<file path="src/rtl/led_macros.svh">
`ifndef LED_MACROS_SVH
`define LED_MACROS_SVH

//////////////////////////////////////////////////
// Indicator geometry
//////////////////////////////////////////////////

// Physical LEDs, each with a green and a red element
`define LED_COUNT 2
// One PWM channel per element
`define LED_CHANNELS 4

// Phase ramp and brightness widths
`define LED_PHASE_BITS 10
`define LED_PWM_BITS 8

//////////////////////////////////////////////////
// Rates, in sysclk cycles
//////////////////////////////////////////////////

// Cycles between phase steps, short for simulation
`define LED_STEP_DIV 4
// Cycles between flash ticks
`define LED_FLASH_DIV 64
// Red blink length after reset, in flash ticks
`define LED_FLASH_TICKS 15

`endif
</file>
<file path="src/rtl/led_pkg.sv">
`include "led_macros.svh"

package led_pkg;

    //////////////////////////////////////////////////
    // Timing strobes shared by every block
    //////////////////////////////////////////////////

    typedef struct packed {
        // Free-running duty counter
        logic [`LED_PWM_BITS-1:0] pwm_count;
        // Phase advance, one cycle wide
        logic                     step;
        // Flash sequencer tick, one cycle wide
        logic                     flash;
    } led_tick_t;

    //////////////////////////////////////////////////
    // One physical LED
    //////////////////////////////////////////////////

    typedef struct packed {
        logic grn;
        logic red;
    } led_pair_t;

    // Start phase per channel
    // Channel 2k is the green of LED k, 2k+1 its red
    // Index 0 sits in the low bits
    localparam logic [`LED_CHANNELS-1:0][`LED_PHASE_BITS-1:0] START_PHASE = {
        `LED_PHASE_BITS'(200),
        `LED_PHASE_BITS'(0),
        `LED_PHASE_BITS'(700),
        `LED_PHASE_BITS'(250)
    };

endpackage

</file>
<file path="src/rtl/led_ctrl.sv">
`include "led_macros.svh"

module led_ctrl (
    input  logic sysclk,
    input  logic reset,
    output logic led1_grn,
    output logic led1_red,
    output logic led2_grn,
    output logic led2_red
);

    led_pkg::led_tick_t                      tick;
    logic [`LED_CHANNELS-1:0]                chan_pwm;
    led_pkg::led_pair_t [`LED_COUNT-1:0]     pwm_pair;
    led_pkg::led_pair_t [`LED_COUNT-1:0]     led;

    // Shared rates for all channels and the sequencer
    led_tick_gen u_tick_gen (
        .sysclk (sysclk),
        .reset  (reset),
        .tick   (tick)
    );

    //////////////////////////////////////////////////
    // Breathing channels
    //////////////////////////////////////////////////

    for (genvar ch = 0; ch < `LED_CHANNELS; ch++) begin : g_chan
        led_breath_pwm #(
            .channel (ch)
        ) u_breath (
            .sysclk (sysclk),
            .reset  (reset),
            .tick   (tick),
            .pwm    (chan_pwm[ch])
        );
    end

    // Even channel is green, odd is red
    for (genvar k = 0; k < `LED_COUNT; k++) begin : g_pair
        assign pwm_pair[k].grn = chan_pwm[2*k];
        assign pwm_pair[k].red = chan_pwm[2*k+1];
    end

    // Flash override and output registers
    led_output_mux u_output_mux (
        .sysclk (sysclk),
        .reset  (reset),
        .tick   (tick),
        .pwm    (pwm_pair),
        .led    (led)
    );

    // Pins
    assign led1_grn = led[0].grn;
    assign led1_red = led[0].red;
    assign led2_grn = led[1].grn;
    assign led2_red = led[1].red;

endmodule

</file>
<file path="src/rtl/led_output_mux.sv">
`include "led_macros.svh"

module led_output_mux (
    input  logic                                     sysclk,
    input  logic                                     reset,
    input  led_pkg::led_tick_t                       tick,
    input  led_pkg::led_pair_t [`LED_COUNT-1:0]      pwm,
    output led_pkg::led_pair_t [`LED_COUNT-1:0]      led
);

    // Tick counter wide enough to hold the limit
    localparam int CNT_BITS = $clog2(`LED_FLASH_TICKS + 1);
    localparam logic [CNT_BITS-1:0] CNT_LAST = CNT_BITS'(`LED_FLASH_TICKS - 1);

    logic                flash_mode;
    logic                flash_red;
    logic [CNT_BITS-1:0] flash_cnt;

    //////////////////////////////////////////////////
    // Post-reset flash sequencer
    //////////////////////////////////////////////////

    // Starts in flash mode after every reset
    // Each flash tick toggles the red pattern
    always_ff @(posedge sysclk) begin
        if (!reset) begin
            flash_mode <= 1'b1;
            flash_red  <= 1'b0;
            flash_cnt  <= '0;
        end else if (flash_mode && tick.flash) begin
            flash_red <= ~flash_red;
            flash_cnt <= flash_cnt + 1'b1;
            // Last tick hands the outputs to the channels
            if (flash_cnt == CNT_LAST) begin
                flash_mode <= 1'b0;
            end
        end
    end

    //////////////////////////////////////////////////
    // Output selection
    //////////////////////////////////////////////////

    // Registered choice per element
    // Greens dark and reds blinking during flash
    always_ff @(posedge sysclk) begin
        if (!reset) begin
            led <= '0;
        end else begin
            for (int i = 0; i < `LED_COUNT; i++) begin
                if (flash_mode) begin
                    led[i].grn <= 1'b0;
                    led[i].red <= flash_red;
                end else begin
                    // Straight from the channel compare
                    led[i].grn <= pwm[i].grn;
                    led[i].red <= pwm[i].red;
                end
            end
        end
    end

endmodule

</file>
<file path="src/rtl/led_breath_pwm.sv">
`include "led_macros.svh"

module led_breath_pwm #(
    // Index into the start phase table
    parameter int channel = 0
) (
    input  logic                sysclk,
    input  logic                reset,
    input  led_pkg::led_tick_t  tick,
    output logic                pwm
);

    // Ramp half width, one bit less than the phase
    localparam int HALF_BITS = `LED_PHASE_BITS - 1;

    // Seed for this channel
    localparam logic [`LED_PHASE_BITS-1:0] SEED = led_pkg::START_PHASE[channel];

    logic [`LED_PHASE_BITS-1:0] phase;
    logic [HALF_BITS-1:0]       fold;
    logic [`LED_PWM_BITS-1:0]   level;

    //////////////////////////////////////////////////
    // Phase ramp
    //////////////////////////////////////////////////

    always_ff @(posedge sysclk) begin
        if (!reset) begin
            phase <= SEED;
        end else if (tick.step) begin
            // Wraps from all ones back to zero
            phase <= phase + 1'b1;
        end
    end

    //////////////////////////////////////////////////
    // Triangular fold
    //////////////////////////////////////////////////

    // Rising half passes through
    // Falling half mirrors the low bits
    always_comb begin
        if (phase[`LED_PHASE_BITS-1]) begin
            fold = ~phase[HALF_BITS-1:0];
        end else begin
            fold = phase[HALF_BITS-1:0];
        end
    end

    // Upper bits of the fold set brightness
    assign level = fold[HALF_BITS-1 -: `LED_PWM_BITS];

    //////////////////////////////////////////////////
    // Duty compare
    //////////////////////////////////////////////////

    // High while the shared count is below the level
    // Level 0 keeps the element dark
    always_ff @(posedge sysclk) begin
        if (!reset) begin
            pwm <= 1'b0;
        end else begin
            pwm <= (tick.pwm_count < level);
        end
    end

endmodule

</file>
<file path="src/rtl/led_tick_gen.sv">
`include "led_macros.svh"

module led_tick_gen (
    input  logic                sysclk,
    input  logic                reset,
    output led_pkg::led_tick_t  tick
);

    // Divider widths and terminal counts
    localparam int STEP_BITS  = $clog2(`LED_STEP_DIV);
    localparam int FLASH_BITS = $clog2(`LED_FLASH_DIV);
    localparam logic [STEP_BITS-1:0]  STEP_LAST  = STEP_BITS'(`LED_STEP_DIV - 1);
    localparam logic [FLASH_BITS-1:0] FLASH_LAST = FLASH_BITS'(`LED_FLASH_DIV - 1);

    logic [`LED_PWM_BITS-1:0] pwm_count;
    logic [STEP_BITS-1:0]     step_cnt;
    logic [FLASH_BITS-1:0]    flash_cnt;

    //////////////////////////////////////////////////
    // Counters
    //////////////////////////////////////////////////

    always_ff @(posedge sysclk) begin
        if (!reset) begin
            pwm_count <= '0;
            step_cnt  <= '0;
            flash_cnt <= '0;
        end else begin
            // Duty counter wraps on its own width
            pwm_count <= pwm_count + 1'b1;

            // Modulo dividers, explicit wrap
            if (step_cnt == STEP_LAST) begin
                step_cnt <= '0;
            end else begin
                step_cnt <= step_cnt + 1'b1;
            end

            if (flash_cnt == FLASH_LAST) begin
                flash_cnt <= '0;
            end else begin
                flash_cnt <= flash_cnt + 1'b1;
            end
        end
    end

    // Strobes decode the last count of each divider
    // First pulse lands DIV-1 cycles after reset release
    always_comb begin
        tick.pwm_count = pwm_count;
        tick.step      = (step_cnt == STEP_LAST);
        tick.flash     = (flash_cnt == FLASH_LAST);
    end

endmodule

</file>
<file path="config.mk">
export PLATFORM = sky130hd
export DESIGN_NAME = led_ctrl
export DESIGN_NICKNAME = d
export VERILOG_FILES = /design/src/rtl/led_pkg.sv /design/src/rtl/led_ctrl.sv /design/src/rtl/led_output_mux.sv /design/src/rtl/led_breath_pwm.sv /design/src/rtl/led_tick_gen.sv
export VERILOG_INCLUDE_DIRS = /design/src /design/src/rtl
export SDC_FILE = /design/constraint.sdc
export NUM_CORES = 1
export LEC_CHECK = 0
export ABC_CLOCK_PERIOD_IN_PS = 4000
export BUFFER_PORTS_ARGS = -buffer_cell sky130_fd_sc_hd__buf_2
export CAP_MARGIN = 0
export CORE_MARGIN = 8
export CORE_UTILIZATION = 43
export DETAILED_ROUTE_END_ITERATION = 10
export SYNTH_ARGS = -nofsm -noshare
export SYNTH_HDL_FRONTEND = slang
export SYNTH_HIERARCHICAL = 1
export SYNTH_SLANG_ARGS = --single-unit
</file>
<file path="constraint.sdc">
create_clock -name sysclk -period 4 [get_ports sysclk]
set_input_delay 1 -clock sysclk [delete_from_list [all_inputs] [get_ports sysclk]]
set_output_delay 1 -clock sysclk [all_outputs]
set_load 0.1 [all_outputs]
</file>
Yosys cells after proc, flatten, opt, wreduce, memory -nomap -nowiden
Index checks and enable logic that the tools add are counted.
{ "totals": {"in_bits": 2, "regBits": 70, "output_inout_bits": 4} }
{ "op_classes": {"mux": 6, "n_addsub": 8, "reduce_logical": 5, "eq_ne": 3, "n_lt_le_gt_ge": 4, "n_bitwise": 6} }
{ "ops": {"columns": ["operator", "n"], "rows": [
  ["$add A10 B1 Y10 const B", 4],
  ["$mux W9", 4],
  ["$not A9 Y9", 4],
  ["$lt A8 B8 Y1", 4],
  ["$add A8 B1 Y8 const B", 1],
  ["$add A6 B1 Y6 const B", 1],
  ["$eq A6 B6 Y1 const B", 1],
  ["$reduce_or A2 Y1", 3],
  ["$add A4 B1 Y4 const B", 1],
  ["$eq A4 B4 Y1 const B", 1],
  ["$add A2 B1 Y2 const B", 1],
  ["$eq A2 B2 Y1 const B", 1],
  ["$mux W1", 2],
  ["$not A1 Y1", 2],
  ["$reduce_and A2 Y1", 1],
  ["$logic_and A1 B1 Y1", 1]
]} }

Logic depth before layout (Yosys ltp)
{ "depth": {"ltp_word": 3, "mapped_depth": 6, "ltp_nobuf": 6} }

Hierarchy
The synthesis kept the hierarchy.
{ "by_module_without_submodules": {"columns": ["module", "cells_per_inst", "n_inst", "area_per_inst_um2", "seq_area_each_um2"], "rows": [
  ["led_breath_pwm at g_chan[1].u_breath", 76, 1, 705.7, 220.2],
  ["led_breath_pwm at g_chan[0].u_breath", 77, 1, 686.9, 220.2],
  ["led_breath_pwm at g_chan[3].u_breath", 76, 1, 681.9, 220.2],
  ["led_breath_pwm at g_chan[2].u_breath", 76, 1, 675.6, 220.2],
  ["led_tick_gen", 64, 1, 625.6, 320.3],
  ["led_output_mux", 39, 1, 382.9, 200.2]
]} }

Worst setup path after synthesis
Ideal clock, no wire load.
{ "synth_path": {"path_type": "register to output", "start": "register u_output_mux/led[1] (netlist name)", "end": "output led1_grn", "path_buffers": 0, "t_arrival_ns": 0.909, "path_stages_with_launch": 1, "slack_ns": 2.091, "path_cell_list": "dfxtp_1"} }
{ "synth_rtl": {"columns": ["element", "line_no", "source"], "rows": [
  ["to (decl)", "led_ctrl.sv:6", "output logic led1_grn,"]
]} }
No word-level cell between the ends.

Final worst setup path
{ "layout_path": {"start": "register u_output_mux/led[2] (netlist name)", "end": "output led2_red"} }
{ "layout_rtl": {"columns": ["element", "line_no", "source"], "rows": [
  ["to (decl)", "led_ctrl.sv:9", "output logic led2_red"]
]} }
No word-level cell between the ends.

==> impl_metrics.toml <==
[run_status]
outcome = "finished, final reports clean"

[sta]
drv_slew = 0
finClkSkew_ps = 9.30
rsz0062_at_grt = "no"
tightest_slew_ps = 541
finalCritPeriodShare_pct = 51.4
setup_tns_ps = 0
hold_slack_ps = 428
relSlewSlack_pct = 63.9
period_needed_ps = 2050
hold_viol = 0
timing.fmax_mhz = 487
setup_violations = 0

[worst_setup_path]
r2r_cells = 5
crit_required_ps = 3000
crit_path_start = "u_output_mux/led[2]"
cp.depth = 1
crit_slowest_cell = "buf_2"
crit_chain = "buf_2"
cpLargestDelayFamily = "buffers and inverters"
arrival_ps = 1050
reg2reg_slack_ps = 2260
crit_type = "reg -> out"
rr_endpoint = "g_chan[2].u_breath/phase[7]"
r2r_start = "u_tick_gen/step_cnt[0]"
path_buf_inv = 1
worstPathMaxFanout = 1
startpoint_type = "register"
cpPeakStageDelay_ps = 410
endpoint = "led2_red"
endpoint_kind = "output port"

[synthesis]
syn_inst = 408
synthSimpleGateAreaFrac_pct = 22.0
synth-edff-count = 0
synth-xor-area-share_pct = 13.0
synthesis.area_sq_mm = 0.00376
synthAdderAreaFrac_pct = 12.3
ys_seq_elements = 70
synth_area_leaders = "dfxtp_1 (37%), ha_1 (12%), xnor2_1 (8.6%), xor2_1 (4.4%), nand4_1 (3.7%)"
yosysTopAreaCell = "dfxtp_1"
synthTopCellsByCount = "dfxtp_1 (70), ha_1 (37), xnor2_1 (37)"
async_flop_share_pct = 0
synth_top_area_share_pct = 37.3
ys_warn_count = 6
synth-seq-area-share_pct = 37.3
synthesis.nets = 447
ys_types = 39
avgSynthCellArea_sq_um = 9.21
synth-compound-area-share_pct = 10.5
synth_top_family_by_area = "simple AND/OR/NAND/NOR gates"
synth.area.mux_share_pct = 1.63
synthFlopType = "dfxtp_1"
post-synth-top-count-cell = "dfxtp_1"

[power_and_ir_drop]
peakVddDrop_uv = 145
combPwrFrac_pct = 4.7
pwr-share-clk_pct = 42.3
power_frac_seq_pct = 52.9
intPower_w = 0.00106
p_leak_nw = 1.52
cellPowerDensity_mw_per_mm2 = 337
netSwitchingPower_w = 0.000309
swShare_pct = 22.6

[detailed_routing]
drcViolationCount = 0
dr.pass1.iters = 4
viasPerCell = 5.36
drt_wl_total_um = 6760
ant_nets = 0
via_count = 2831
drt_first_iter_violations = 72
wire_per_inst_um = 12.8

[clock_network]
clock_path_buffers = 2
clk_pin_slew_ps = 70
root_buffer = "clkbuf_8"
cts_setup_buffers = 0
hold_buffers = 0
post_cts_resized = 0
worstSkewPairLatency_ps = 340
numCtsBuffers = 9
clkSinkCount = 70
htreeDepth = 3
tritoncts = "built"

[global_route]
grt_pass1_wl_um = 12100
gr-total-overflow = 0
grt_pass1_vias = 2681
track_usage_pct = 12.4
grt_max_degree = 32
antenna_found_initial = 0

[run]
max_cap_violations = 0

[floorplanning]
core_sq_mm = 0.00859
die_x_um = 109
io_pins = 6
num_rows = 34
start_util_pct = 43.7
die_h_um = 109
die_area_sq_mm = 0.0120

[cells_and_area]
antenna_cells = 0
num-fill-cells = 815
drive_gt1_share_pct = 7.62
final_nets = 454
area_delta_synth_final_pct = 8.16
utilization_pct = 47.3

[place]
dp_hpwl_um = 4680
port_buffers = 5
gp_congestion = 0.722

[worst_hold_path]
hold_class = "reg -> reg"
==> worst reg2reg max path, stage by stage, from the launching register on <==
cell	delay, ps
dfxtp_1	330
ha_1	140
buf_4	320
nand3_2	200
or4_1	530
a21oi_1	150
==> flip-flops by register name, indices dropped and copies added (netlist names) <==
| register | cells |
|---|---|
| u_output_mux/flash_mode | 1 |
| u_output_mux/led | 4 |
| u_tick_gen/step_cnt | 2 |
| u_output_mux/flash_cnt | 4 |
| u_tick_gen/pwm_count | 8 |
| u_tick_gen/flash_cnt | 6 |
| g_chan.u_breath/pwm | 4 |
| g_chan.u_breath/phase | 40 |
| u_output_mux/flash_red | 1 |
==> kinds of logic (layout without fill, tap and decap cells) <==
logic type | Yosys count | count (layout)
AND/OR/NAND/NOR | 148 | 148
flip-flops | 70 | 70
AO/OA/AOI/OAI | 66 | 66
XOR/XNOR | 56 | 56
adder cells (fa/ha/maj) | 37 | 37
buffers and inverters | 25 | 37
multiplexers | 6 | 6
==> cell type report <==
cell class	instances	area (sq um)	share of cell area (%)
Timing Repair Buffer	7	40.0	0.985
Multi-Input combinational cell	313	2230	55.0
Clock buffer	13	159	3.91
Clock inverter	3	42.5	1.05
Inverter	14	52.6	1.29
Tap cell	108	135	3.32
Sequential cell	70	1400	34.5
==> how the worst min path moves through the flow <==
stage | from | to | slack [ps] | depth (start not counted)
global placement | u_tick_gen/step_cnt[0] | u_tick_gen/step_cnt[0] | 410 | 1
detailed placement | u_tick_gen/step_cnt[0] | u_tick_gen/step_cnt[0] | 430 | 1
global route | u_tick_gen/step_cnt[0] | u_tick_gen/step_cnt[0] | 460 | 1
finish | u_tick_gen/step_cnt[0] | u_tick_gen/step_cnt[0] | 430 | 1
CTS | u_tick_gen/step_cnt[0] | u_tick_gen/step_cnt[0] | 440 | 1
floorplan | u_tick_gen/step_cnt[0] | u_tick_gen/step_cnt[0] | 400 | 1
==> layout by cell type, fill, tap and decap left out, types with 3 or more instances in the layout <==
cell type	n
clkbuf_8	11
dfxtp_1	70
nand4_1	22
nand3_1	15
nand2_1	25
o211ai_1	8
buf_2	5
xor2_1	19
or4_1	6
nand2b_1	4
or3_1	14
and2_1	7
ha_1	37
a21boi_1	4
nor2_1	26
xnor2_1	37
nand3_2	4
o31ai_1	8
mux2i_1	5
nor3b_1	3
nor2b_1	6
inv_1	12
o21ai_0	17
a21oi_1	24
a211oi_1	4
nor3_1	5
==> per-layer routing <==
| metal | track usage, % | routed length [um] |
|---|---|---|
| met2 | 20.2 | 3140 |
| met5 | 0 | 0 |
| met4 | 4.82 | 98 |
| met3 | 2.87 | 214 |
| met1 | 15.5 | 3300 |
==> power groups by stage <==
stage	Combinational [W]	Clock (W)	Sequential (W)
2_1_floorplan	0.0000520	0	0.000737
6_report	0.0000645	0.000580	0.000725
5_1_grt	0.0000747	0.000629	0.000728
4_1_cts	0.0000656	0.000602	0.000726
3_3_place_gp	0.0000631	0	0.000742
3_5_place_dp	0.0000653	0	0.000742
==> per-stage QoR <==
| stage | instance area [sq um] | worst slack, ps | power (W) | instances |
|---|---|---|---|---|
| 3_3_place_gp | 3860 | 1830 | 0.000805 | 512 |
| 4_1_cts | 4070 | 1920 | 0.00139 | 528 |
| 3_5_place_dp | 3860 | 1790 | 0.000807 | 512 |
| 5_1_grt | 4070 | 1910 | 0.00143 | 528 |
| 6_report | 4070 | 1950 | 0.00137 | 528 |
| 2_1_floorplan | 3760 | 2090 | 0.000789 | 408 |
Power figures use the tool's default switching activity.
